<file path="src/rtl/fir_par_pkg.sv">
package fir_par_pkg;

	// sample and coefficient width
	localparam int unsigned SAMPLE_W = 16;

	// segment count, power of two only
	localparam int unsigned NUM_SEG = 2;
	localparam int unsigned TAPS_PER_SEG = 4;

	// 32-bit product plus two bits of growth over four taps
	localparam int unsigned SEG_SUM_W = 2 * SAMPLE_W + $clog2(TAPS_PER_SEG);

	// one register level per halving of the segment count
	localparam int unsigned TREE_STAGES = $clog2(NUM_SEG);
	localparam int unsigned Y_W = SEG_SUM_W + TREE_STAGES;

	// register bus, word addresses
	localparam int unsigned REGION_W = 2;
	localparam int unsigned OFS_W = 4;
	localparam int unsigned ADDR_W = REGION_W + OFS_W;
	localparam int unsigned DATA_W = 32;

	// segment s decodes as region s, control block follows them
	localparam int unsigned REGION_CTRL = NUM_SEG;

	// control block offsets
	localparam int unsigned OFS_INJECT = 0;
	localparam int unsigned OFS_Y_LO = 1;
	localparam int unsigned OFS_Y_HI = 2;
	localparam int unsigned OFS_SHIFT_OUT = 3;

endpackage

</file>
<file path="src/rtl/fir_adder_tree.sv">
`timescale 1ns/1ps

module fir_adder_tree (
	input  logic clk_i,
	input  logic rst_ni,
	input  logic signed [fir_par_pkg::SEG_SUM_W-1:0] sums_i [fir_par_pkg::NUM_SEG],
	input  logic valid_i,
	output logic signed [fir_par_pkg::Y_W-1:0] y_o,
	output logic y_valid_o
);

	// heap order, node n adds children 2n+1 and 2n+2, root at 0
	logic signed [fir_par_pkg::Y_W-1:0] node_q [fir_par_pkg::NUM_SEG-1];
	logic [fir_par_pkg::TREE_STAGES-1:0] vld_q;

	for (genvar n = 0; n < fir_par_pkg::NUM_SEG - 1; n++) begin : g_node
		logic signed [fir_par_pkg::Y_W-1:0] a;
		logic signed [fir_par_pkg::Y_W-1:0] b;

		// power of two count, so both children sit on the same level
		if (2 * n + 1 >= fir_par_pkg::NUM_SEG - 1) begin : g_leaf
			assign a = {{fir_par_pkg::TREE_STAGES{sums_i[2*n+2-fir_par_pkg::NUM_SEG]
				[fir_par_pkg::SEG_SUM_W-1]}}, sums_i[2*n+2-fir_par_pkg::NUM_SEG]};
			assign b = {{fir_par_pkg::TREE_STAGES{sums_i[2*n+3-fir_par_pkg::NUM_SEG]
				[fir_par_pkg::SEG_SUM_W-1]}}, sums_i[2*n+3-fir_par_pkg::NUM_SEG]};
		end else begin : g_inner
			assign a = node_q[2*n+1];
			assign b = node_q[2*n+2];
		end

		always_ff @(posedge clk_i) begin
			node_q[n] <= a + b;
		end
	end

	// valid walks alongside, one bit per level
	always_ff @(posedge clk_i or negedge rst_ni) begin
		if (!rst_ni) begin
			vld_q <= '0;
		end else begin
			vld_q <= vld_q << 1;
			vld_q[0] <= valid_i;
		end
	end

	assign y_o = node_q[0];
	assign y_valid_o = vld_q[fir_par_pkg::TREE_STAGES-1];

endmodule

</file>
<file path="config.mk">
export PLATFORM = sky130hd
export DESIGN_NAME = fir_adder_tree
export DESIGN_NICKNAME = d
export VERILOG_FILES = /design/src/rtl/fir_par_pkg.sv /design/src/rtl/fir_adder_tree.sv
export SDC_FILE = /design/constraint.sdc
export NUM_CORES = 1
export LEC_CHECK = 0
export ABC_AREA = 0
export BUFFER_PORTS_ARGS = -buffer_cell sky130_fd_sc_hd__buf_2
export CAP_MARGIN = 40
export CORE_MARGIN = 2
export CORE_UTILIZATION = 44
export DETAILED_ROUTE_END_ITERATION = 12
export PLACE_DENSITY = 0.83
export SLEW_MARGIN = 20
export SYNTH_ARGS = -nofsm -noshare
export SYNTH_HDL_FRONTEND = slang
export SYNTH_SLANG_ARGS = --single-unit
</file>
<file path="constraint.sdc">
create_clock -name clk_i -period 0.8 [get_ports clk_i]
set_input_delay 0.16 -clock clk_i [delete_from_list [all_inputs] [get_ports clk_i]]
set_output_delay 0.16 -clock clk_i [all_outputs]
set_load 0.03 [all_outputs]
</file>
==> out/results.tsv <==
stage	metric	value	unit
finish	regArea	768	um2
worst_hold_path	min_path_cells	2	
global_routing	globalRouteTotalUtil	35.8	%
placed_design	io_buffers	106	
die	rows	28	
sta	setup_ws	-1.17	ns
finish	design_area	5250	um2
sta	worstMarginPinSlew	0.621	ns
yosys	ys_ff_latch	36	
route	totalWireLength	13.4	mm
finish	nets	650	
finish	drive_gt1_share	64.0	%
clocking	numCtsBuffers	5	
global_routing	grt_pass1_wl	18.2	mm
yosys	synth_fp_nets	423	
yosys	synth_area_per_cell	8.44	um2
placed_design	gp_congestion	0.885	
sta	finalSetupTns	-30.95	ns
yosys	synthArstFlopShare	2.78	%
clocking	cts_sinks	36	
worst_hold_path	hold_path.class	primary input to flip-flop	
route	antenna_left	0	
finish	diodes	0	
setup_path	worst-setup-path-type	primary input to flip-flop	
status	violations	negative setup slack	
sta	slew_headroom	58.2	%
setup_path	endpoint	node_q[0][26]	
die	die_h	82.0	um
yosys	synth_area_leaders	dfxtp_1, ha_1, xnor2_1	
setup_path	cp.required	1.03	ns
route	vias	3840	
power_and_ir_drop	p_leak	2.44	nW
die	pin_count	107	
route	wl_per_cell	21.6	um
yosys	synth-edff-count	0	
finish	fill_cells	246	
global_routing	antenna_found_initial	0	
sta	finalSetupViolCount	69	
setup_path	cp-end-kind	flip-flop	
status	outcome	complete, but fails checks	
yosys	synth_area	2680	um2
route	drt_pre_antenna_iters	5	
job	maxCapViolations	0	
route	via_per_inst	6.19	
clocking	h-tree-depth	2	
finish	multiInputGateArea	2420	um2
die	dieArea	6720	um2
sta	min_period_over_period	247	%
sta	rsz0062_at_grt	yes	
die	core-area	5890	um2
yosys	synth_top_cell_area_share	26.2	%
power_and_ir_drop	p_per_area	1830	nW/um2
clocking	root_buffer	clkbuf_8	
placed_design	dp_cells	595	
route	drtIter0Drc	337	
yosys	synth.largest_area_cell	dfxtp_1	
setup_path	cp.arrival	2.21	ns
placed_design	hpwl	7.15	mm
die	start_util	45.5	%
placed_design	dpl_cell_area	4310	um2
setup_path	startpoint	sums_i[34]	
finish	syn_to_final_growth	96.2	%
sta	final_max_slew_viol_count	0	
setup_path	cp_max_fo	3	
global_routing	first_global_vias	3888	
clocking	clockBufferDepth	2	
setup_path	cp-start-kind	primary input	
global_routing	grt_start_max_net_pins	12	
clocking	cts_tree	yes	
yosys	yosysWarningCount	0	
route	route.detailed.drc	0	
clocking	cts.reportedPaths.clkPinSlew	0.08	ns
die	die_w	82.0	um
yosys	synth.distinct_cells	51	
sta	hold_viol_final	0	
finish	final_cell_mix	buf_4, buf_6, buf_2	
power_and_ir_drop	ir_drop	1.30	mV
sta	max_freq	507	MHz
yosys	synth_cells	317	
yosys	synthFlopType	dfxtp_1	
sta	min_period	1.97	ns
finish	final_common_cell	buf_4	
global_routing	overflow	0	
power_and_ir_drop	power	9.62	mW
yosys	yosysSeqAreaShare	27.1	%
finish	stdcell_count	620	
==> logic make-up (layout without fill, tap and decap cells) <==
group                      after synthesis  in the layout  share of synthesized area, %
xor gates and xnor gates                30             30                          9.82
adders and majority gates               35             35                          16.7
AOI/OAI and AO/OA                      109            109                          27.8
buffers and inverters                   20            248                          3.18
and+or+nand+nor                         87             87                          15.4
DFF                                     36             36                          27.1
==> critical path, cell delays in order <==
cell and delay (ns):
buf_6 0.08, ha_4 0.13, inv_2 0.03, fa_2 0.33, nand2b_4 0.17, a21oi_4 0.18
o211ai_4 0.15, o31ai_4 0.38, a31oi_2 0.19, o31ai_2 0.24, xor2_1 0.17
==> final cells by class <==
class | count | area share, %
multi-input combinational | 261 | 46.1
inverter | 13 | 0.930
timing repair buffer | 227 | 34.2
sequential | 36 | 14.6
clock buffer | 7 | 1.84
clock inverter | 1 | 0.572
tap | 75 | 1.79
==> layer usage <==
layer | part of all wire, % | vias to the layer above | GRT usage, %
li1 | - | 1602 | -
met1 | 34 | 1766 | 34.8
met2 | 48 | 346 | 66.3
met3 | 9.6 | 126 | 9.34
met4 | 8.0 | 0 | 23.2
met5 | 0 | - | 0
==> worst min path at each step <==
stage                          from      endpoint  slack (ns)
after CTS                 sums_i[0]  node_q[0][0]        0.07
final                     sums_i[0]  node_q[0][0]        0.07
after global placement       rst_ni     y_valid_o       -0.07
after detailed placement     rst_ni     y_valid_o       -0.06
after global routing      sums_i[0]  node_q[0][0]        0.06
after floorplan              rst_ni     y_valid_o       -0.14
==> Yosys cell counts, drive strengths merged (5+ instances only) <==
master / number
clkbuf: 7
nand3: 8
xnor2: 21
dfxtp: 35
nand2b: 7
ha: 34
nor2: 26
a21oi: 39
xor2: 9
o21ai: 20
nand4: 5
inv: 13
nand2: 24
a21o: 11
a31oi: 6
==> power breakdown <==
part | switching [mW] | total [mW] | internal [mW]
sequential | 0.213 | 2.48 | 2.27
combinational | 2.72 | 5.26 | 2.54
clock | 0.778 | 1.88 | 1.10
total | 3.71 | 9.62 | 5.91
==> registers in the layout, summed over array words and instances (netlist names) <==
name,count
node_q,35
y_valid_o,1
==> per-stage QoR <==
step	setup slack, ns	utilization (%)	hold slack, ns
after floorplan	-1.19	-	-0.136
after global placement	-1.40	73.2	-0.0658
after detailed placement	-1.49	73.2	-0.0635
after CTS	-1.02	86.3	0.0718
after global routing	-1.16	89.2	0.0645
final	-1.17	89.2	0.0689
==> what timing repair did <==
item	in CTS	in global routing
resized for setup	151	36
endpoints found under the hold margin	2	0
hold buffers	2	0
cloned	0	0
setup endpoints to repair	68	69
pin swaps	42	35
buffers inserted	13	6
Power figures use the tool's default switching activity.
