File: config.mk
export PLATFORM = sky130hd
export DESIGN_NAME = reg_bus_demux_flat
export DESIGN_NICKNAME = d
export VERILOG_FILES = /design/src/rtl/fir_par_pkg.sv /design/src/rtl/reg_bus_if.sv /design/src/rtl/reg_bus_demux.sv /design/src/flat_wrapper.sv
export SDC_FILE = /design/constraint.sdc
export NUM_CORES = 1
export LEC_CHECK = 0
export ABC_AREA = 1
export BUFFER_PORTS_ARGS = -buffer_cell sky130_fd_sc_hd__buf_4
export CAP_MARGIN = 20
export CORE_AREA = 10 10 110 112
export DETAILED_ROUTE_END_ITERATION = 8
export DIE_AREA = 0 0 120 122
export GPL_TIMING_DRIVEN = 1
export PLACE_DENSITY = 0.57
export SKIP_CTS_REPAIR_TIMING = 1
export SYNTH_ARGS = -nofsm -noshare
export SYNTH_HDL_FRONTEND = slang
export SYNTH_SLANG_ARGS = --single-unit
export TNS_END_PERCENT = 10
File: constraint.sdc
create_clock -name clk_i -period 1.3 [get_ports clk_i]
set_input_delay 0.13 -clock clk_i [delete_from_list [all_inputs] [get_ports clk_i]]
set_output_delay 0.13 -clock clk_i [all_outputs]
set_load 0.005 [all_outputs]
File: src/rtl/fir_par_pkg.sv
package fir_par_pkg;

	// sample and coefficient width
	localparam int unsigned SAMPLE_W = 16;

	// segment count, power of two only
	localparam int unsigned NUM_SEG = 2;
	localparam int unsigned TAPS_PER_SEG = 4;

	// 32-bit product plus two bits of growth over four taps
	localparam int unsigned SEG_SUM_W = 2 * SAMPLE_W + $clog2(TAPS_PER_SEG);

	// one register level per halving of the segment count
	localparam int unsigned TREE_STAGES = $clog2(NUM_SEG);
	localparam int unsigned Y_W = SEG_SUM_W + TREE_STAGES;

	// register bus, word addresses
	localparam int unsigned REGION_W = 2;
	localparam int unsigned OFS_W = 4;
	localparam int unsigned ADDR_W = REGION_W + OFS_W;
	localparam int unsigned DATA_W = 32;

	// segment s decodes as region s, control block follows them
	localparam int unsigned REGION_CTRL = NUM_SEG;

	// control block offsets
	localparam int unsigned OFS_INJECT = 0;
	localparam int unsigned OFS_Y_LO = 1;
	localparam int unsigned OFS_Y_HI = 2;
	localparam int unsigned OFS_SHIFT_OUT = 3;

endpackage

File: src/rtl/reg_bus_if.sv
`timescale 1ns/1ps

interface reg_bus_if;

	// request channel
	logic req_valid;
	logic req_ready;
	logic req_write;
	logic [fir_par_pkg::ADDR_W-1:0] req_addr;
	logic [fir_par_pkg::DATA_W-1:0] req_wdata;

	// response channel
	logic rsp_valid;
	logic rsp_ready;
	logic [fir_par_pkg::DATA_W-1:0] rsp_rdata;
	logic rsp_error;

	modport host (
		output req_valid, req_write, req_addr, req_wdata, rsp_ready,
		input  req_ready, rsp_valid, rsp_rdata, rsp_error
	);

	modport device (
		input  req_valid, req_write, req_addr, req_wdata, rsp_ready,
		output req_ready, rsp_valid, rsp_rdata, rsp_error
	);

endinterface

File: src/rtl/reg_bus_demux.sv
`timescale 1ns/1ps

module reg_bus_demux (
	input logic clk_i,
	input logic rst_ni,
	reg_bus_if.device host,
	reg_bus_if.host dev0_o,
	reg_bus_if.host dev1_o,
	reg_bus_if.host ctrl_o
);

	logic [fir_par_pkg::REGION_W-1:0] region;
	logic [fir_par_pkg::REGION_W-1:0] owner_q;
	logic bus_en_q;
	logic busy_q;
	logic sel_ready;
	logic can_accept;

	assign region = host.req_addr[fir_par_pkg::ADDR_W-1 -: fir_par_pkg::REGION_W];

	// closed while in reset and while a response is still pending
	assign can_accept = bus_en_q & ~busy_q;

	always_comb begin
		case (region)
			0: sel_ready = dev0_o.req_ready;
			1: sel_ready = dev1_o.req_ready;
			fir_par_pkg::REGION_CTRL: sel_ready = ctrl_o.req_ready;
			// unmapped region, answered here
			default: sel_ready = 1'b1;
		endcase
	end

	assign host.req_ready = can_accept & sel_ready;

	assign dev0_o.req_valid = host.req_valid & can_accept & (region == 0);
	assign dev1_o.req_valid = host.req_valid & can_accept & (region == 1);
	assign ctrl_o.req_valid = host.req_valid & can_accept & (region == fir_par_pkg::REGION_CTRL);

	assign dev0_o.req_write = host.req_write;
	assign dev1_o.req_write = host.req_write;
	assign ctrl_o.req_write = host.req_write;
	assign dev0_o.req_addr = host.req_addr;
	assign dev1_o.req_addr = host.req_addr;
	assign ctrl_o.req_addr = host.req_addr;
	assign dev0_o.req_wdata = host.req_wdata;
	assign dev1_o.req_wdata = host.req_wdata;
	assign ctrl_o.req_wdata = host.req_wdata;

	// only the owner of the outstanding request sees rsp_ready
	assign dev0_o.rsp_ready = host.rsp_ready & busy_q & (owner_q == 0);
	assign dev1_o.rsp_ready = host.rsp_ready & busy_q & (owner_q == 1);
	assign ctrl_o.rsp_ready = host.rsp_ready & busy_q & (owner_q == fir_par_pkg::REGION_CTRL);

	always_comb begin
		host.rsp_valid = busy_q;
		host.rsp_rdata = '0;
		host.rsp_error = 1'b1;
		case (owner_q)
			0: begin
				host.rsp_valid = busy_q & dev0_o.rsp_valid;
				host.rsp_rdata = dev0_o.rsp_rdata;
				host.rsp_error = dev0_o.rsp_error;
			end
			1: begin
				host.rsp_valid = busy_q & dev1_o.rsp_valid;
				host.rsp_rdata = dev1_o.rsp_rdata;
				host.rsp_error = dev1_o.rsp_error;
			end
			fir_par_pkg::REGION_CTRL: begin
				host.rsp_valid = busy_q & ctrl_o.rsp_valid;
				host.rsp_rdata = ctrl_o.rsp_rdata;
				host.rsp_error = ctrl_o.rsp_error;
			end
			default: ;
		endcase
	end

	always_ff @(posedge clk_i or negedge rst_ni) begin
		if (!rst_ni) begin
			bus_en_q <= 1'b0;
			busy_q <= 1'b0;
			owner_q <= '0;
		end else begin
			bus_en_q <= 1'b1;
			if (host.req_valid && host.req_ready) begin
				busy_q <= 1'b1;
				owner_q <= region;
			end else if (host.rsp_valid && host.rsp_ready) begin
				busy_q <= 1'b0;
			end
		end
	end

endmodule

File: src/flat_wrapper.sv
// flat-port wrapper written by rule: the top's interface ports become plain ports
module reg_bus_demux_flat 
  (clk_i, rst_ni, host_req_valid, host_req_write, host_req_addr, host_req_wdata, host_rsp_ready, host_req_ready, host_rsp_valid, host_rsp_rdata, host_rsp_error, dev0_o_req_valid, dev0_o_req_write, dev0_o_req_addr, dev0_o_req_wdata, dev0_o_rsp_ready, dev0_o_req_ready, dev0_o_rsp_valid, dev0_o_rsp_rdata, dev0_o_rsp_error, dev1_o_req_valid, dev1_o_req_write, dev1_o_req_addr, dev1_o_req_wdata, dev1_o_rsp_ready, dev1_o_req_ready, dev1_o_rsp_valid, dev1_o_rsp_rdata, dev1_o_rsp_error, ctrl_o_req_valid, ctrl_o_req_write, ctrl_o_req_addr, ctrl_o_req_wdata, ctrl_o_rsp_ready, ctrl_o_req_ready, ctrl_o_rsp_valid, ctrl_o_rsp_rdata, ctrl_o_rsp_error);
  reg_bus_if host_i ();
  reg_bus_if dev0_o_i ();
  reg_bus_if dev1_o_i ();
  reg_bus_if ctrl_o_i ();
  input logic clk_i;
  input logic rst_ni;
  input wire logic [$bits(host_i.req_valid)-1:0] host_req_valid;
  input wire logic [$bits(host_i.req_write)-1:0] host_req_write;
  input wire logic [$bits(host_i.req_addr)-1:0] host_req_addr;
  input wire logic [$bits(host_i.req_wdata)-1:0] host_req_wdata;
  input wire logic [$bits(host_i.rsp_ready)-1:0] host_rsp_ready;
  output wire logic [$bits(host_i.req_ready)-1:0] host_req_ready;
  output wire logic [$bits(host_i.rsp_valid)-1:0] host_rsp_valid;
  output wire logic [$bits(host_i.rsp_rdata)-1:0] host_rsp_rdata;
  output wire logic [$bits(host_i.rsp_error)-1:0] host_rsp_error;
  output wire logic [$bits(dev0_o_i.req_valid)-1:0] dev0_o_req_valid;
  output wire logic [$bits(dev0_o_i.req_write)-1:0] dev0_o_req_write;
  output wire logic [$bits(dev0_o_i.req_addr)-1:0] dev0_o_req_addr;
  output wire logic [$bits(dev0_o_i.req_wdata)-1:0] dev0_o_req_wdata;
  output wire logic [$bits(dev0_o_i.rsp_ready)-1:0] dev0_o_rsp_ready;
  input wire logic [$bits(dev0_o_i.req_ready)-1:0] dev0_o_req_ready;
  input wire logic [$bits(dev0_o_i.rsp_valid)-1:0] dev0_o_rsp_valid;
  input wire logic [$bits(dev0_o_i.rsp_rdata)-1:0] dev0_o_rsp_rdata;
  input wire logic [$bits(dev0_o_i.rsp_error)-1:0] dev0_o_rsp_error;
  output wire logic [$bits(dev1_o_i.req_valid)-1:0] dev1_o_req_valid;
  output wire logic [$bits(dev1_o_i.req_write)-1:0] dev1_o_req_write;
  output wire logic [$bits(dev1_o_i.req_addr)-1:0] dev1_o_req_addr;
  output wire logic [$bits(dev1_o_i.req_wdata)-1:0] dev1_o_req_wdata;
  output wire logic [$bits(dev1_o_i.rsp_ready)-1:0] dev1_o_rsp_ready;
  input wire logic [$bits(dev1_o_i.req_ready)-1:0] dev1_o_req_ready;
  input wire logic [$bits(dev1_o_i.rsp_valid)-1:0] dev1_o_rsp_valid;
  input wire logic [$bits(dev1_o_i.rsp_rdata)-1:0] dev1_o_rsp_rdata;
  input wire logic [$bits(dev1_o_i.rsp_error)-1:0] dev1_o_rsp_error;
  output wire logic [$bits(ctrl_o_i.req_valid)-1:0] ctrl_o_req_valid;
  output wire logic [$bits(ctrl_o_i.req_write)-1:0] ctrl_o_req_write;
  output wire logic [$bits(ctrl_o_i.req_addr)-1:0] ctrl_o_req_addr;
  output wire logic [$bits(ctrl_o_i.req_wdata)-1:0] ctrl_o_req_wdata;
  output wire logic [$bits(ctrl_o_i.rsp_ready)-1:0] ctrl_o_rsp_ready;
  input wire logic [$bits(ctrl_o_i.req_ready)-1:0] ctrl_o_req_ready;
  input wire logic [$bits(ctrl_o_i.rsp_valid)-1:0] ctrl_o_rsp_valid;
  input wire logic [$bits(ctrl_o_i.rsp_rdata)-1:0] ctrl_o_rsp_rdata;
  input wire logic [$bits(ctrl_o_i.rsp_error)-1:0] ctrl_o_rsp_error;
  assign host_i.req_valid = host_req_valid;
  assign host_i.req_write = host_req_write;
  assign host_i.req_addr = host_req_addr;
  assign host_i.req_wdata = host_req_wdata;
  assign host_i.rsp_ready = host_rsp_ready;
  assign host_req_ready = host_i.req_ready;
  assign host_rsp_valid = host_i.rsp_valid;
  assign host_rsp_rdata = host_i.rsp_rdata;
  assign host_rsp_error = host_i.rsp_error;
  assign dev0_o_req_valid = dev0_o_i.req_valid;
  assign dev0_o_req_write = dev0_o_i.req_write;
  assign dev0_o_req_addr = dev0_o_i.req_addr;
  assign dev0_o_req_wdata = dev0_o_i.req_wdata;
  assign dev0_o_rsp_ready = dev0_o_i.rsp_ready;
  assign dev0_o_i.req_ready = dev0_o_req_ready;
  assign dev0_o_i.rsp_valid = dev0_o_rsp_valid;
  assign dev0_o_i.rsp_rdata = dev0_o_rsp_rdata;
  assign dev0_o_i.rsp_error = dev0_o_rsp_error;
  assign dev1_o_req_valid = dev1_o_i.req_valid;
  assign dev1_o_req_write = dev1_o_i.req_write;
  assign dev1_o_req_addr = dev1_o_i.req_addr;
  assign dev1_o_req_wdata = dev1_o_i.req_wdata;
  assign dev1_o_rsp_ready = dev1_o_i.rsp_ready;
  assign dev1_o_i.req_ready = dev1_o_req_ready;
  assign dev1_o_i.rsp_valid = dev1_o_rsp_valid;
  assign dev1_o_i.rsp_rdata = dev1_o_rsp_rdata;
  assign dev1_o_i.rsp_error = dev1_o_rsp_error;
  assign ctrl_o_req_valid = ctrl_o_i.req_valid;
  assign ctrl_o_req_write = ctrl_o_i.req_write;
  assign ctrl_o_req_addr = ctrl_o_i.req_addr;
  assign ctrl_o_req_wdata = ctrl_o_i.req_wdata;
  assign ctrl_o_rsp_ready = ctrl_o_i.rsp_ready;
  assign ctrl_o_i.req_ready = ctrl_o_req_ready;
  assign ctrl_o_i.rsp_valid = ctrl_o_rsp_valid;
  assign ctrl_o_i.rsp_rdata = ctrl_o_rsp_rdata;
  assign ctrl_o_i.rsp_error = ctrl_o_rsp_error;
  reg_bus_demux u_core (.clk_i(clk_i), .rst_ni(rst_ni), .host(host_i), .dev0_o(dev0_o_i), .dev1_o(dev1_o_i), .ctrl_o(ctrl_o_i));
endmodule
==> metrics.md <==
| Metric | Value |
|---|---|
| Status | complete, but fails checks |
| Failing checks | setup timing |
| DR vias | 2216 |
| Die area | approximately 15000 um^2 |
| Crit path from | u_core.owner_q[0]$_DFFE_PN0P_ |
| P_leak | around 1.8 nW |
| Largest net degree at the start of global routing | 21 |
| Clock root buffer | clkbuf_8 |
| Max-Cap Viols | 0 |
| Clk sinks | 4 |
| Synthesized instance count | 381 |
| Synthesized flop and latch total | 4 |
| Critical Path End Type | output pin |
| Dpl cell area | 2590 um^2 |
| Hold_ws | about 0.17 ns |
| Routability cong. | ~0.73 |
| Die width | roughly 120 um |
| Reg2reg start | u_core.owner_q[0]$_DFFE_PN0P_ |
| Peak VDD IR | 823 uV |
| CTS Buf Count | 3 |
| Final std cells w/o fill | between 500 and 600 |
| Port-buffer cells | approximately 160 |
| Crit path arrival time | between 1 and 1.5 ns |
| Most frequent cells in the layout | 163 x buf_4, 141 x nand2_1, 39 x inv_1 |
| DRT iter0 DRCs | between 60 and 70 |
| Final instance area | between 2000 and 3000 um^2 |
| Top Metal Used | met4 |
| FMAX | approximately 0.63 GHz |
| Routed length on met3 | ~1.2 mm |
| RSZ-0062 raised after global routing | true |
| Global-route wire length before repair | 12.1 mm |
| CTS tree | built |
| Worst Path Required | between 1 and 1.5 ns |
| Final hold viol count | 0 |
| DP HPWL | just under 7 mm |
| Finished Core Util | between 20 and 30% |
| DRT Wirelength | approximately 8.6 mm |
| Synthesized Nets | approximately 530 |
| # diodes | 0 |
| Final max-slew violation count | 0 |
| Setup Crit Path Kind | reg -> out |
| Syn Area/Cell | 5.49 um^2 |
| Vias per cell | about 3.9 |
| Core area | 10000 um^2 |
| Fin crit share | 123% |
| Synth warnings | 0 |
| Area growth syn-to-layout | 38.6% |
| DR DRC count | 0 |
| Total gr overflow | 0 |
| Setup ws final | -0.297 ns |
| Final #Nets | 582 |
| Cell Pwr Density | about 1900 nW/um^2 |
| Final critical-path required period | ~1.6 ns |
| Clock latency on the worst-skew pair | 0.22 ns |
| Seq/Total Area, Yosys | under 10% |
| Post-synth cell types | 14 |
| Longest Clk Path Bufs | 2 |
| Hold_sp | host_rsp_ready |
| Final ANT Viol Nets | 0 |
| Final Setup Violations | 37 |
| Top Ports | 306 |
| Initial antenna violation count | 0 |
| Met2 WL | between 3 and 4 mm |
| Hold Crit Class | in -> reg |
| DP Cell Count | between 500 and 600 |
| Cell Area, Synth | ~2100 um^2 |
| Clock H-tree levels | 1 |
| Final Skew | between 0.001 and 0.0015 ns |
| DIE HEIGHT | between 100 and 150 um |
| CTS clk-pin slew, worst paths | 0.03 ns |
| Layout cells sized above 1 | roughly 47% |
| First-pass DRT Iterations | 5 |
| Most common cell after layout, fill and taps aside | buf_4 |
| Initial Util | 20.8% |
| Total GRT Usage | 10.0% |
| CP Max Fanout | 3 |
| Avg WL per Cell | around 15 um |
| Startpoint Class | flop |
| Metal-1 WL | 3.12 mm |
| Vias in the first global route | roughly 2300 |
| FP Rows | 37 |
metrics by stage:
stage / TNS [ns] / power [mW] / worst slack (ns)
2_1_floorplan: 0 / 2.64 / 0.0537
3_3_place_gp: -3.17 / 4.44 / -0.137
3_5_place_dp: -4.20 / 4.49 / -0.179
4_1_cts: -13.16 / 4.79 / -0.418
5_1_grt: -13.54 / 6.05 / -0.401
6_report: -9.79 / 5.43 / -0.297
synthesized netlist by cell type:
| master | number | share of area (%) |
|---|---|---|
| inv_1 | 42 | 7.5 |
| buf_4 | 126 | 45 |
| conb_1 | 1 | 0.18 |
| nor2_1 | 3 | 0.54 |
| a21oi_1 | 3 | 0.72 |
| dfrtp_1 | 4 | 4.8 |
| nand3_1 | 38 | 9.1 |
| nand2_2 | 2 | 0.60 |
| buf_2 | 6 | 1.4 |
| and3_1 | 1 | 0.30 |
| inv_2 | 2 | 0.36 |
| nor3_1 | 3 | 0.72 |
| nand2_1 | 146 | 26 |
| ha_1 | 4 | 2.4 |
cell families after synthesis:
group,Yosys count,synth area share (%)
buffers and inverters,176,54.5
and+or+nand+nor,193,37.4
other,1,0.179
DFF,4,4.78
AOI/OAI and AO/OA,3,0.717
adders and majority gates,4,2.39
final cells by class:
type                            count  area, um^2
Clock buffer                        3        41.3
Timing Repair Buffer              176        1470
Inverter                           44         173
Fill cell                        1102        7140
Sequential cell                     4         100
Multi-Input combinational cell    201         952
Tap cell                          136         170
path summary, 6_finish.rpt:
kind                       slack, ns                       endpoint  cells after the start
setup / recovery               -0.30                 host_rsp_valid                      6
hold / removal                  0.17      u_core.busy_q$_DFFE_PN0P_                      4
setup reg to reg                   0      u_core.busy_q$_DFFE_PN0P_                      8
hold reg to reg                 0.50      u_core.busy_q$_DFFE_PN0P_                      2
max in group asynchronous       0.96  u_core.owner_q[1]$_DFFE_PN0P_                      2
min in group asynchronous       0.24      u_core.bus_en_q$_DFF_PN0_                      2
worst max-delay path: stages (launching register included):
cell and delay [ns]:
dfrtp_1 0.42, buf_4 0.17, ha_4 0.18, buf_4 0.14, a21oi_2 0.11, a21oi_1 0.08
buf_4 0.14
metal layers:
metal  track usage [%]  vias to the layer above
met4              4.60                        0
met5                 0                        -
li1                  -                     1113
met1              10.2                      911
met2              16.0                      145
met3              6.34                       47
flip-flops by register name, summed over array words and instances (netlist names):
name             flops
u_core.bus_en_q      1
u_core.owner_q       2
u_core.busy_q        1
where the power goes:
| part | total (mW) | leakage, nW | internal [mW] | switching [mW] |
|---|---|---|---|---|
| Combinational | 4.93 | 1.69 | 2.57 | 2.36 |
| Sequential | 0.220 | 0.0490 | 0.172 | 0.0480 |
| Clock | 0.273 | 0.0216 | 0.198 | 0.0746 |
Note: power is estimated with default switching activity, not from simulation.
