==> src/rtl/fir_par_pkg.sv <==
package fir_par_pkg;

	// sample and coefficient width
	localparam int unsigned SAMPLE_W = 16;

	// segment count, power of two only
	localparam int unsigned NUM_SEG = 2;
	localparam int unsigned TAPS_PER_SEG = 4;

	// 32-bit product plus two bits of growth over four taps
	localparam int unsigned SEG_SUM_W = 2 * SAMPLE_W + $clog2(TAPS_PER_SEG);

	// one register level per halving of the segment count
	localparam int unsigned TREE_STAGES = $clog2(NUM_SEG);
	localparam int unsigned Y_W = SEG_SUM_W + TREE_STAGES;

	// register bus, word addresses
	localparam int unsigned REGION_W = 2;
	localparam int unsigned OFS_W = 4;
	localparam int unsigned ADDR_W = REGION_W + OFS_W;
	localparam int unsigned DATA_W = 32;

	// segment s decodes as region s, control block follows them
	localparam int unsigned REGION_CTRL = NUM_SEG;

	// control block offsets
	localparam int unsigned OFS_INJECT = 0;
	localparam int unsigned OFS_Y_LO = 1;
	localparam int unsigned OFS_Y_HI = 2;
	localparam int unsigned OFS_SHIFT_OUT = 3;

endpackage

==> src/rtl/reg_bus_if.sv <==
`timescale 1ns/1ps

interface reg_bus_if;

	// request channel
	logic req_valid;
	logic req_ready;
	logic req_write;
	logic [fir_par_pkg::ADDR_W-1:0] req_addr;
	logic [fir_par_pkg::DATA_W-1:0] req_wdata;

	// response channel
	logic rsp_valid;
	logic rsp_ready;
	logic [fir_par_pkg::DATA_W-1:0] rsp_rdata;
	logic rsp_error;

	modport host (
		output req_valid, req_write, req_addr, req_wdata, rsp_ready,
		input  req_ready, rsp_valid, rsp_rdata, rsp_error
	);

	modport device (
		input  req_valid, req_write, req_addr, req_wdata, rsp_ready,
		output req_ready, rsp_valid, rsp_rdata, rsp_error
	);

endinterface

==> src/rtl/fir_ctrl.sv <==
`timescale 1ns/1ps

module fir_ctrl (
	input  logic clk_i,
	input  logic rst_ni,
	reg_bus_if.device bus,
	input  logic sample_valid_i,
	input  logic signed [fir_par_pkg::SAMPLE_W-1:0] sample_i,
	output logic strobe_o,
	output logic signed [fir_par_pkg::SAMPLE_W-1:0] sample_o,
	input  logic signed [fir_par_pkg::SAMPLE_W-1:0] shift_last_i,
	input  logic signed [fir_par_pkg::Y_W-1:0] y_i,
	input  logic y_valid_i
);

	logic sv_q;
	logic sv_qq;
	logic edge_det;
	logic armed_q;
	logic signed [fir_par_pkg::SAMPLE_W-1:0] sample_q;
	logic signed [fir_par_pkg::SAMPLE_W-1:0] inject_q;
	logic signed [fir_par_pkg::SAMPLE_W-1:0] shift_q;
	logic signed [fir_par_pkg::Y_W-1:0] y_q;
	logic signed [fir_par_pkg::Y_W-1:0] y_hi;
	logic [fir_par_pkg::OFS_W-1:0] ofs;
	logic [fir_par_pkg::DATA_W-1:0] rd_data;
	logic [fir_par_pkg::DATA_W-1:0] rsp_rdata_q;
	logic rsp_valid_q;
	logic req_fire;
	logic inject_wr;

	// held strobe counts once
	assign edge_det = sv_q & ~sv_qq;

	assign ofs = bus.req_addr[fir_par_pkg::OFS_W-1:0];
	assign req_fire = bus.req_valid & bus.req_ready;
	assign inject_wr = req_fire & bus.req_write & (ofs == fir_par_pkg::OFS_INJECT);

	// sample as seen at the sampling edge
	always_ff @(posedge clk_i) begin
		sample_q <= sample_i;
	end

	always_ff @(posedge clk_i or negedge rst_ni) begin
		if (!rst_ni) begin
			sv_q <= 1'b0;
			sv_qq <= 1'b0;
			strobe_o <= 1'b0;
			sample_o <= '0;
			armed_q <= 1'b0;
			inject_q <= '0;
		end else begin
			sv_q <= sample_valid_i;
			sv_qq <= sv_q;
			strobe_o <= edge_det;
			if (edge_det) begin
				sample_o <= armed_q ? inject_q : sample_q;
				armed_q <= 1'b0;
			end
			// a new write re-arms even when the old value goes out now
			if (inject_wr) begin
				inject_q <= bus.req_wdata[fir_par_pkg::SAMPLE_W-1:0];
				armed_q <= 1'b1;
			end
		end
	end

	// readback of last output and of the sample leaving the line
	always_ff @(posedge clk_i or negedge rst_ni) begin
		if (!rst_ni) begin
			y_q <= '0;
			shift_q <= '0;
		end else begin
			if (y_valid_i) begin
				y_q <= y_i;
			end
			if (strobe_o) begin
				shift_q <= shift_last_i;
			end
		end
	end

	assign y_hi = y_q >>> fir_par_pkg::DATA_W;

	always_comb begin
		case (ofs)
			fir_par_pkg::OFS_Y_LO: rd_data = y_q[fir_par_pkg::DATA_W-1:0];
			fir_par_pkg::OFS_Y_HI: rd_data = y_hi[fir_par_pkg::DATA_W-1:0];
			fir_par_pkg::OFS_SHIFT_OUT: rd_data = {{(fir_par_pkg::DATA_W - fir_par_pkg::SAMPLE_W)
				{shift_q[fir_par_pkg::SAMPLE_W-1]}}, shift_q};
			// inject is write-only
			default: rd_data = '0;
		endcase
	end

	always_ff @(posedge clk_i or negedge rst_ni) begin
		if (!rst_ni) begin
			rsp_valid_q <= 1'b0;
			rsp_rdata_q <= '0;
		end else if (req_fire) begin
			rsp_valid_q <= 1'b1;
			rsp_rdata_q <= bus.req_write ? '0 : rd_data;
		end else if (bus.rsp_ready) begin
			rsp_valid_q <= 1'b0;
		end
	end

	assign bus.req_ready = ~rsp_valid_q;
	assign bus.rsp_valid = rsp_valid_q;
	assign bus.rsp_rdata = rsp_rdata_q;
	assign bus.rsp_error = 1'b0;

endmodule

==> src/flat_wrapper.sv <==
// flat-port wrapper written by rule: the top's interface ports become plain ports
module fir_ctrl_flat 
  (clk_i, rst_ni, sample_valid_i, sample_i, strobe_o, sample_o, shift_last_i, y_i, y_valid_i, bus_req_valid, bus_req_write, bus_req_addr, bus_req_wdata, bus_rsp_ready, bus_req_ready, bus_rsp_valid, bus_rsp_rdata, bus_rsp_error);
  reg_bus_if bus_i ();
  input  logic clk_i;
  input  logic rst_ni;
  input  logic sample_valid_i;
  input  logic signed [fir_par_pkg::SAMPLE_W-1:0] sample_i;
  output logic strobe_o;
  output logic signed [fir_par_pkg::SAMPLE_W-1:0] sample_o;
  input  logic signed [fir_par_pkg::SAMPLE_W-1:0] shift_last_i;
  input  logic signed [fir_par_pkg::Y_W-1:0] y_i;
  input  logic y_valid_i;
  input wire logic [$bits(bus_i.req_valid)-1:0] bus_req_valid;
  input wire logic [$bits(bus_i.req_write)-1:0] bus_req_write;
  input wire logic [$bits(bus_i.req_addr)-1:0] bus_req_addr;
  input wire logic [$bits(bus_i.req_wdata)-1:0] bus_req_wdata;
  input wire logic [$bits(bus_i.rsp_ready)-1:0] bus_rsp_ready;
  output wire logic [$bits(bus_i.req_ready)-1:0] bus_req_ready;
  output wire logic [$bits(bus_i.rsp_valid)-1:0] bus_rsp_valid;
  output wire logic [$bits(bus_i.rsp_rdata)-1:0] bus_rsp_rdata;
  output wire logic [$bits(bus_i.rsp_error)-1:0] bus_rsp_error;
  assign bus_i.req_valid = bus_req_valid;
  assign bus_i.req_write = bus_req_write;
  assign bus_i.req_addr = bus_req_addr;
  assign bus_i.req_wdata = bus_req_wdata;
  assign bus_i.rsp_ready = bus_rsp_ready;
  assign bus_req_ready = bus_i.req_ready;
  assign bus_rsp_valid = bus_i.rsp_valid;
  assign bus_rsp_rdata = bus_i.rsp_rdata;
  assign bus_rsp_error = bus_i.rsp_error;
  fir_ctrl u_core (.clk_i(clk_i), .rst_ni(rst_ni), .bus(bus_i), .sample_valid_i(sample_valid_i), .sample_i(sample_i), .strobe_o(strobe_o), .sample_o(sample_o), .shift_last_i(shift_last_i), .y_i(y_i), .y_valid_i(y_valid_i));
endmodule
==> config.mk <==
export PLATFORM = sky130hd
export DESIGN_NAME = fir_ctrl_flat
export DESIGN_NICKNAME = d
export VERILOG_FILES = /design/src/rtl/fir_par_pkg.sv /design/src/rtl/reg_bus_if.sv /design/src/rtl/fir_ctrl.sv /design/src/flat_wrapper.sv
export SDC_FILE = /design/constraint.sdc
export NUM_CORES = 1
export LEC_CHECK = 0
export ABC_AREA = 1
export BUFFER_PORTS_ARGS = -buffer_cell sky130_fd_sc_hd__buf_2
export CAP_MARGIN = 20
export CORE_MARGIN = 2
export CORE_UTILIZATION = 40
export CTS_BUF_LIST = sky130_fd_sc_hd__clkbuf_8
export DETAILED_ROUTE_END_ITERATION = 10
export PLACE_DENSITY = 0.62
export SLEW_MARGIN = 20
export SYNTH_ARGS = -nofsm -noshare
export SYNTH_HDL_FRONTEND = slang
export SYNTH_SLANG_ARGS = --single-unit
==> constraint.sdc <==
create_clock -name clk_i -period 3.71 [get_ports clk_i]
set_clock_uncertainty 0.15 [all_clocks]
set_input_delay 0.5565 -clock clk_i [delete_from_list [all_inputs] [get_ports clk_i]]
set_output_delay 0.5565 -clock clk_i [all_outputs]
set_load 0.05 [all_outputs]
==> key figures, run 1 <==
Run status
  – Status: finished clean

Timing
  – Final setup vio count: 0
  – Worst hold slack: around 0.012 ns
  – Sum Neg Setup Slack: 0 ns
  – FMAX: approximately 430 MHz
  – Setup ws final: between 1 and 1.5 ns
  – Final min period: 2.35 ns
  – Crit share post-route: 0.633
  – Final hold violation count: 0
  – RSZ-0062 raised after global routing: no
  – Final Max Slew Viols: 0
  – Worst-Margin Slew: 0.867 ns
  – Rel. slew slack: 0.422

Clocking
  – Clock-pin slew on the worst setup and hold paths: 0.07 ns
  – H-tree depth: 4
  – Clk sink count: approximately 140
  – Total CTS buffers: 17
  – # hold bufs at CTS: 0
  – Clock Tree Root: clkbuf_8
  – Maximum clock insertion buffer count: 2
  – CTS tree: built
  – Post-CTS setup buffers: 0
  – Resize count post-CTS: 0
  – Clock Latency Late Sink: 0.44 ns

Worst setup path
  – Setup CP Type: register to primary output
  – Top delay family on crit path: flip-flops
  – R2R Setup Slk: 1.71 ns
  – Crit path DAT: about 1.6 ns
  – Worst path required time: around 3 ns
  – Max incr delay on CP: ~0.80 ns
  – Slowest stage cell, crit path: dfrtp_1
  – WP buf/inv: 1
  – Crit path cell chain: buf_2
  – CP endpoint kind: primary output
  – Critical Path Start Type: register
  – Crit-path max FO: 17

Yosys
  – Part of the Yosys area used for sequential elements: 0.609
  – Main synth FF type: dfrtp_1
  – Synth unique cells: 22
  – Synth warn: 0
  – Post-synth ARST share: 0.882
  – Seq cells post-synth: around 140
  – Cells after Synth: 534
  – Most instantiated cells after synthesis: 177 x nand2_1, 120 x dfrtp_1, 82 x nand3_1
  – Mapped cell area: approximately 5500 um2
  – Number of flops mapped to enable cells by yosys: 0
  – Synth area leaders: dfrtp_1 55%, nand2_1 12%, mux2_2 11%
  – Most frequent cell after synthesis: nand2_1
  – Yosys top cell area share: 0.550
  – Syn avg cell area: between 10 and 15 um2
  – Syn Nets: approximately 650
  – Cell taking the most area after synthesis: dfrtp_1

Cells and area
  – Final instance area: 6650 um2
  – Share of cells above drive strength 1: 0.356
  – Area grow syn2layout: 21.9%
  – Register Area: 3320 um2
  – Layout Nets: 782
  – Final core utilization: 0.500
  – Multi-input logic area: approximately 1900 um2
  – FILL cells: between 1000 and 1500

Detailed routing
  – Routed WL per cell: 15.0 um
  – DR vias: ~4200
  – Iteration-0 DRC Markers: 236
  – Final WL: 12900 um
  – # DRC: 0
  – Drt pass-1 iters: 6
  – DRT antenna net count: 0
  – Routed vias/inst: between 4 and 5

Pwr
  – Max IR drop VDD: 0.000279 V
  – Power per cell area: 494 nW/um2
  – Pleak: 0.00350 uW

Global route
  – First-pass GRT wire length: approximately 21000 um
  – Initial antenna violation count: 1
  – Largest net degree at the start of global routing: 66
  – Total GRT Usage: 0.188
  – Vias in the first global route: 4119
  – GRT overflow: 0

Placed design
  – Place WS: 1.24 ns
  – Routability cong.: 0.767
  – HPWL Detailed: 8680 um
  – DP Area: 6280 um2
  – Port-buffer cells: between 100 and 150

Die
  – Die Height: 121 um
  – Core area: between 10000 and 15000 um2
  – Die X: 121 um
  – I/O pins: 164
  – Die footprint: 14600 um2
  – Initial Utilization: 0.410
  – Core Rows: 42

Worst hold path
  – Worst hold path class: input pin to async pin

Run
  – Max-Cap Viols: 0
==> per-stage QoR <==
step,total power [uW],cells
4_1_cts,3330,859
2_1_floorplan,2010,534
3_3_place_gp,2170,827
5_1_grt,3460,860
6_report,3290,860
3_5_place_dp,2180,827
==> final timing paths <==
path,startpoint,to,cells after the start
min reg2reg,u_core.sv_q,u_core.sv_qq,0
min in group clk_i,sample_i[3],u_core.sample_q[3],1
max in group asynchronous,rst_ni,u_core.bus.rsp_rdata[22],2
min,rst_ni,u_core.bus.rsp_rdata[9],1
max,u_core.strobe_o,strobe_o,1
max reg2reg,u_core.bus.rsp_valid,u_core.bus.rsp_rdata[23],6
==> power breakdown <==
| group | total, uW | internal, uW | switching [uW] | leakage, uW |
|---|---|---|---|---|
| Sequential | 1690 | 1610 | 76.5 | 0.00163 |
| Combinational | 457 | 164 | 294 | 0.00166 |
| Clock | 1140 | 587 | 551 | 0.000203 |
| Total | 3290 | 2370 | 921 | 0.00350 |
==> logic make-up (layout without fill, tap and decap cells) <==
family          count (synthesis)  after routing  share of synthesized area
flops                         136            136                      0.609
other cells                     1              2                   0.000687
simple gates                  285            285                      0.225
mux                            51             51                      0.105
buf+inv                        43            192                     0.0401
compound gates                 18             18                     0.0202
==> placed cells by master, fill, tap and decap left out, types with 2 or more instances in the layout <==
cell type  count
nor2_2         4
buf_2        143
nand2_1      177
inv_2          2
mux2_2        51
dfrtp_1      120
buf_4          7
o21ai_0        2
dfxtp_1       16
clkbuf_8      21
clkinv_2       7
a31oi_1       16
nor2_1        17
inv_1          8
nand3_1       82
==> metal layers <==
layer  track usage  vias to the layer above  part of all wire
met1         0.252                     2017              0.46
met2         0.286                      142              0.45
met4        0.0749                        0             0.017
met5             0                        -                 0
met3        0.0571                       18             0.074
li1              -                     2027                 -
==> final cells by class <==
cell class                      count  share of cell area
Clock inverter                     11              0.0120
Sequential cell                   136               0.499
Tap cell                          176              0.0331
Inverter                            9             0.00508
Antenna cell                        1            0.000376
Multi-Input combinational cell    355               0.288
Clock buffer                       21              0.0434
Timing Repair Buffer              151               0.118
==> flip-flops by register name (all words and copies together) (netlist names), 16 cells and up <==
| register | count |
|---|---|
| u_core.y_q | 35 |
| u_core.bus.rsp_rdata | 32 |
| u_core.inject_q | 16 |
| u_core.sample_o | 16 |
| u_core.sample_q | 16 |
| u_core.shift_q | 16 |
Power figures use the tool's default switching activity.
==> run 2: changes to the inputs <==
--- a/config.mk
+++ b/config.mk
@@ -5,7 +5,7 @@
 export SDC_FILE = /design/constraint.sdc
 export NUM_CORES = 1
 export LEC_CHECK = 0
-export ABC_AREA = 1
+export ABC_AREA = 0
 export BUFFER_PORTS_ARGS = -buffer_cell sky130_fd_sc_hd__buf_2
 export CAP_MARGIN = 20
 export CORE_MARGIN = 2
==> constraint.sdc (replaced) <==
create_clock -name clk_i -period 2.3 [get_ports clk_i]
set_clock_uncertainty 0.15 [all_clocks]
set_input_delay 0.345 -clock clk_i [delete_from_list [all_inputs] [get_ports clk_i]]
set_output_delay 0.345 -clock clk_i [all_outputs]
set_load 0.05 [all_outputs]
==> run 2 against run 1 <==
Sequential power is 60% higher. Highest routed layer is now met5. Power up 82%. Sequential share of layout area is 6.6 points lower. Critical path type is now register to register. Final cell count down 3.5%. Synthesized area shrank 0.64%. Utilization increased by 7.8 points. Global-route usage is 0.068 points higher. Count of clock-buffer cells in the layout shrank 2. Register-to-register slack worse by 1.4 ns.
==> key figures, run 2 <==
Yosys
  – Synth Area in Adders: 0 (unchanged)
  – Post-Synth Simple-Gate Area: 0.0577 (-0.167)
  – Compound-cell area share of the yosys netlist: 0.0935 (+0.0733)
  – Synth area leaders: dfrtp_1 55%, mux2_2 17%, dfxtp_1 5.9%
  – Seq cells post-synth: 136 (unchanged)
  – Syn Nets: 524 (-19%)
  – Post-synthesis mux area share: 0.202 (+0.0967)
  – Cells after Synth: 412 (-23%)
  – Most instantiated cells after synthesis: 120 x dfrtp_1, 83 x mux2_2, 48 x nand2_1
  – Synth warn: 0 (unchanged)
  – Main synth FF type: dfrtp_1
  – Part of the Yosys area used for sequential elements: 0.613 (+0.00394)
  – Mapped cell area: 5420 um2 (-0.64%)
  – Yosys top cell area share: 0.554 (+0.00356)
  – Cell taking the most area after synthesis: dfrtp_1
  – Number of flops mapped to enable cells by yosys: 0 (unchanged)
  – Largest family of logic cells by synthesized area: multiplexers
  – Post-Synth XOR/XNOR Area: 0 (unchanged)
  – Most frequent cell after synthesis: dfrtp_1
  – Post-synth ARST share: 0.882 (unchanged)
  – Synth unique cells: 30 (+36%)
  – Syn avg cell area: 13.2 um2 (+29%)

Detailed routing
  – Drt pass-1 iters: 4 (-2)
  – Iteration-0 DRC Markers: 141 (-40%)
  – DRT antenna net count: 0 (unchanged)
  – DR vias: 4041 (-3.9%)
  – Final WL: 13100 um (+1.4%)
  – Routed vias/inst: 4.87 (-0.40%)
  – # DRC: 0 (unchanged)
  – Routed WL per cell: 15.8 um (+5.1%)

Placed design
  – Port-buffer cells: 144 (unchanged)
  – Post-Place Cells: 712 (-14%)
  – HPWL Detailed: 8220 um (-5.3%)
  – Routability cong.: 0.738 (-3.9%)

Cells and area
  – FILL cells: 1126 (-7.8%)
  – Register Area: 3320 um2 (unchanged)
  – Most common cell after layout, fill and taps aside: buf_2
  – Area grow syn2layout: 41.3%
  – Max FFs per register: 35 (unchanged)
  – Layout Nets: 753 (-3.7%)
  – Largest Register: u_core.y_q
  – Share of cells above drive strength 1: 0.428 (+0.0724)
  – Inserted Diodes: 0 (-1)
  – Multi-input logic area: 1920 um2 (+0.33%)
  – Commonest cells after routing, fill and taps aside: 143 x buf_2, 120 x dfrtp_1, 86 x dlygate4sd3_1
  – Fin cells: 830 (-3.5%)

Pwr
  – Clk pwr share: 0.395 (+0.049)
  – Pleak: 0.00357 uW (+1.9%)
  – Share of total power in sequential cells: 0.453 (-0.062)
  – Power per cell area: 783 nW/um2 (+59%)
  – Gate power share: 0.153 (+0.014)
  – Max IR drop VDD: 0.000521 V (+87%)
  – Sw frac: 0.253 (-0.0268)
  – Internal Pwr Total: 4480 uW (+89%)
  – Switch Pwr: 1520 uW (+65%)

Die
  – Die Height: 120 um (-0.31%)
  – Core area: 13200 um2 (-0.40%)
  – Initial Utilization: 0.409 (-0.00102)
  – Core Rows: 42 (unchanged)
  – Die X: 120 um (-0.31%)
  – Die footprint: 14500 um2 (-0.62%)
  – I/O pins: 164 (unchanged)

Worst setup path
  – CP endpoint kind: register
  – Worst path required time: 2.48 ns (-0.52 ns)
  – Crit path DAT: 2.15 ns (+0.51 ns)
  – Crit-path max FO: 17 (unchanged)
  – Critical Path Start Type: register
  – Setup CP Type: register to register

Run
  – Max-Cap Viols: 0 (unchanged)

Clocking
  – Post-CTS setup buffers: 0 (unchanged)
  – Total CTS buffers: 17 (unchanged)
  – Clock Latency Late Sink: 0.44 ns (about the same)
  – H-tree depth: 4 (unchanged)
  – Maximum clock insertion buffer count: 2 (unchanged)
  – CTS tree: built
  – Clk sink count: 136 (unchanged)
  – Clock-pin slew on the worst setup and hold paths: 0.08 ns (about the same)
  – Clock Tree Root: clkbuf_8

Timing
  – Sum Neg Setup Slack: 0 ns (unchanged)
  – Crit share post-route: 0.859
  – Final Max Slew Viols: 0 (unchanged)
  – RSZ-0062 raised after global routing: no
  – Rel. slew slack: 0.545 (+0.123)
  – Worst-Margin Slew: 0.681 ns (-0.185 ns)
  – Final hold violation count: 0 (unchanged)
  – Final setup vio count: 0 (unchanged)
  – FMAX: 506 MHz
  – Final min period: 1.98 ns

Run status
  – Status: finished clean

Global route
  – Largest net degree at the start of global routing: 45 (-32%)
  – GRT overflow: 0 (unchanged)
  – Vias in the first global route: 4274 (+3.8%)
  – First-pass GRT wire length: 21100 um (+0.42%)
  – Initial antenna violation count: 1 (unchanged)
  – Total GRT Usage: 0.189 (+0.000677)

Worst hold path
  – Worst hold path class: input pin to register
run 2: stage by stage:
stage	total power (uW)	instance area [um2]	setup slack [ns]	util	hold WS, ns
floorplan	3290	5420	0.378	-	-0.101
global placement	3540	6310	0.295	0.477	0.180
detailed placement	3570	6310	0.258	0.477	0.183
CTS	6060	7660	0.294	0.578	0.117
global route	6260	7660	0.226	0.578	0.154
finish	6000	7660	0.324	0.578	0.160
run 2: cell families after synthesis:
logic type             after synthesis
AND/OR/NAND/NOR                     61
AO/OA/AOI/OAI                       81
buffers and inverters               34
flip-flops                         136
multiplexers                        99
other                                1
run 2: power groups by stage:
stage | combinational (uW) | sequential, uW | clock (uW)
finish | 917 | 2710 | 2370
CTS | 926 | 2710 | 2420
detailed placement | 812 | 2760 | 0
global route | 991 | 2740 | 2530
global placement | 793 | 2750 | 0
floorplan | 372 | 2910 | 0
run 2: layout make-up:
| class | instances | share of cell area |
|---|---|---|
| Sequential cell | 136 | 0.434 |
| Tap cell | 176 | 0.0287 |
| Multi-Input combinational cell | 242 | 0.251 |
| Clock buffer | 19 | 0.0341 |
| Clock inverter | 13 | 0.0294 |
| Inverter | 2 | 0.000980 |
| Timing Repair Buffer | 242 | 0.222 |
run 2: metal layers:
layer | vias up | routed length, um | global-route usage
li1 | 1911 | - | -
met1 | 1986 | 5570 | 0.226
met2 | 119 | 6470 | 0.317
met3 | 23 | 759 | 0.0575
met4 | 2 | 279 | 0.0785
met5 | - | 10 | 0
run 2: worst max-delay path, cell delays in order (launching register included):
cell	delay [ns]
dfrtp_1	0.41
and2b_1	0.24
nand4_2	0.54
mux2_2	0.51
run 2: timing repair:
action | in CTS | in global routing
hold buffers | 86 | 0
endpoints found under the hold margin | 118 | 0
resized for setup | 0 | 0
endpoints found under the setup margin | 0 | 0
run 2: path summary, 6_finish.rpt:
kind | start | cells past startpoint | slack [ns] | to
worst max-delay path | u_core.bus.rsp_valid | 3 | 0.32 | u_core.inject_q[0]
worst min-delay path | bus_req_write | 3 | 0.16 | u_core.bus.rsp_rdata[0]
worst max register to register | u_core.bus.rsp_valid | 3 | 0.32 | u_core.inject_q[0]
worst min register to register | u_core.sv_q | 0 | 0.24 | u_core.sv_qq
max in group asynchronous | rst_ni | 3 | 1.13 | u_core.inject_q[15]
min in group asynchronous | rst_ni | 2 | 0.26 | u_core.shift_q[12]
==> run 3: changes to the inputs <==
--- a/config.mk
+++ b/config.mk
@@ -9,10 +9,10 @@
 export BUFFER_PORTS_ARGS = -buffer_cell sky130_fd_sc_hd__buf_2
 export CAP_MARGIN = 20
 export CORE_MARGIN = 2
-export CORE_UTILIZATION = 40
+export CORE_UTILIZATION = 45
 export CTS_BUF_LIST = sky130_fd_sc_hd__clkbuf_8
 export DETAILED_ROUTE_END_ITERATION = 10
-export PLACE_DENSITY = 0.62
+export PLACE_DENSITY_LB_ADDON = 0.08
 export SLEW_MARGIN = 20
 export SYNTH_ARGS = -nofsm -noshare
 export SYNTH_HDL_FRONTEND = slang
==> run 3 against run 2 <==
Cell area down 1.4%. Critical endpoint is now u_core.inject_q[1]. Wire length down 6.1%. Critical path type unchanged. Via count down 1.4%. Die area down 11%. Clock power down 21%. Non-clock buffer count up 1. Register-to-register slack better by 0.08 ns. Hold slack better by 0.0092 ns. Critical path depth unchanged.
==> key figures, run 3 (synthesis results as in run 2) <==
Run status
  – Status: finished clean

Pwr
  – Power per cell area: 727 nW/um2 (-7.1%)
  – Max IR drop VDD: 0.000397 V (-24%)
  – Pwr Total: 5490 uW (-8.4%)
  – Pleak: 0.00353 uW (-1.1%)

Timing
  – Sum Neg Setup Slack: 0 ns (unchanged)
  – Crit share post-route: 0.823 (-0.0364)
  – Worst hold slack: 0.169 ns (+0.00918 ns)
  – Final hold violation count: 0 (unchanged)
  – Final Max Slew Viols: 0 (unchanged)
  – RSZ-0062 raised after global routing: no
  – Final setup vio count: 0 (unchanged)
  – FMAX: 529 MHz (+4.4%)
  – Final min period: 1.89 ns (-0.0836 ns)
  – Worst-Margin Slew: 0.646 ns (-0.0350 ns)
  – Rel. slew slack: 0.568 (+0.0234)

Clocking
  – Resize count post-CTS: 0 (unchanged)
  – Clock-pin slew on the worst setup and hold paths: 0.07 ns (about the same)
  – Total CTS buffers: 17 (unchanged)
  – H-tree depth: 4 (unchanged)
  – Clock Tree Root: clkbuf_8
  – Maximum clock insertion buffer count: 2 (unchanged)
  – CTS tree: built
  – Clk sink count: 136 (unchanged)
  – Clock Latency Late Sink: 0.43 ns (about the same)

Cells and area
  – Commonest cells after routing, fill and taps aside: 143 x buf_2, 120 x dfrtp_1, 86 x dlygate4sd3_1
  – Share of cells above drive strength 1: 0.429 (+0.000873)
  – Max FFs per register: 35 (unchanged)
  – Largest Register: u_core.y_q
  – Most common cell after layout, fill and taps aside: buf_2
  – Inserted Diodes: 0 (unchanged)
  – FILL cells: 957 (-15%)
  – Area grow syn2layout: 39.3%
  – Layout Nets: 754 (+0.13%)

Placed design
  – Routability cong.: 0.727 (-1.5%)
  – Port-buffer cells: 144 (unchanged)
  – HPWL Detailed: 7800 um (-5.1%)

Worst setup path
  – Setup CP Type: register to register
  – Crit-path max FO: 17 (unchanged)
  – Crit path DAT: 2.06 ns (-0.09 ns)
  – WP depth: 3 (unchanged)
  – Max incr delay on CP: 0.51 ns (-0.03 ns)
  – Critical Path Start Type: register
  – Slowest stage cell, crit path: nand4_2
  – Worst path required time: 2.47 ns (about the same)
  – Top delay family on crit path: simple AND/OR/NAND/NOR gates
  – CP endpoint kind: register
  – WP buf/inv: 0 (unchanged)
  – Worst Reg-to-Reg Cells: 3 (unchanged)
  – R2R Setup Slk: 0.41 ns (+0.08 ns)
  – Crit path cell chain: and2b_1 -> nand4_2 -> mux2_2

Die
  – I/O pins: 164 (unchanged)
  – Core Rows: 40 (-4.8%)
  – Initial Utilization: 0.457 (+0.0477)
  – Die Height: 114 um (-5.5%)
  – Core area: 11900 um2 (-10%)
  – Die footprint: 12900 um2 (-11%)
  – Die X: 114 um (-5.5%)

Detailed routing
  – DR vias: 3986 (-1.4%)
  – Iteration-0 DRC Markers: 182 (+29%)
  – # DRC: 0 (unchanged)
  – Final WL: 12300 um (-6.1%)
  – Drt pass-1 iters: 4 (unchanged)
  – DRT antenna net count: 0 (unchanged)
  – Routed WL per cell: 15.3 um (-2.8%)
  – Routed vias/inst: 4.97 (+2.1%)

Global route
  – GRT overflow: 0 (unchanged)
  – Initial antenna violation count: 0 (-1)
  – Vias in the first global route: 4191 (-1.9%)
  – Total GRT Usage: 0.203 (+0.0138)
  – Largest net degree at the start of global routing: 66 (+47%)
  – First-pass GRT wire length: 20400 um (-3.0%)

Worst hold path
  – Worst hold path class: input pin to register
  – Hold path depth: 3 (unchanged)

Run
  – Max-Cap Viols: 0 (unchanged)
==> run 3: cell types whose count changed in the layout (fill, tap and decap cells not counted) <==
cell	delta
clkbuf_8	+7
bufinv_16	-6
clkinv_4	-3
clkinvlp_4	+3
buf_12	+1
clkinv_2	-1
==> run 3: per-layer routing <==
layer  vias to the layer above  routed length, um  global-route usage
met1                      1949               5460               0.255
met2                       111               6010               0.338
met4                         0                186              0.0780
met5                         -                  0                   0
met3                        19                633              0.0531
li1                       1907                  -                   -
==> run 3: final cells by class <==
class	instances	area [um2]	area share
sequential	136	3320	0.440
clock buffer	26	358	0.0474
timing repair buffer	243	1720	0.228
clock inverter	6	36.3	0.00481
inverter	2	7.51	0.000994
multi-input combinational	242	1920	0.255
tap	147	184	0.0244
==> run 3: metrics by stage <==
step	util	cells	setup WS [ns]	cell area, um2
3_5_place_dp	0.531	684	0.220	6300
4_1_cts	0.637	802	0.351	7550
2_1_floorplan	-	412	0.378	5420
6_report	0.637	802	0.408	7550
3_3_place_gp	0.531	684	0.247	6300
5_1_grt	0.637	802	0.287	7550
==> run 3: worst register-to-register path: stages (launching register included) <==
cell	delay, ns
dfrtp_1	0.40
and2b_1	0.22
nand4_2	0.51
mux2_2	0.50
==> run 3: final timing paths <==
check / start / end
setup / recovery: u_core.bus.rsp_valid / u_core.inject_q[1]
hold / removal: bus_req_write / u_core.bus.rsp_rdata[0]
setup reg to reg: u_core.bus.rsp_valid / u_core.inject_q[1]
hold reg to reg: u_core.sv_q / u_core.sv_qq
max in group asynchronous: rst_ni / u_core.inject_q[11]
min in group asynchronous: rst_ni / u_core.bus.rsp_rdata[7]
==> run 3: report_power, final <==
part	switching, uW	internal [uW]	total [uW]
sequential	107	2610	2710
clock	866	1000	1870
combinational	491	423	913
total	1460	4030	5490
==> run 3: timing repair <==
action / in CTS / in global routing
hold buffers: 86 / 0
setup buffers: 0 / 0
hold endpoints to repair: 205 / 0
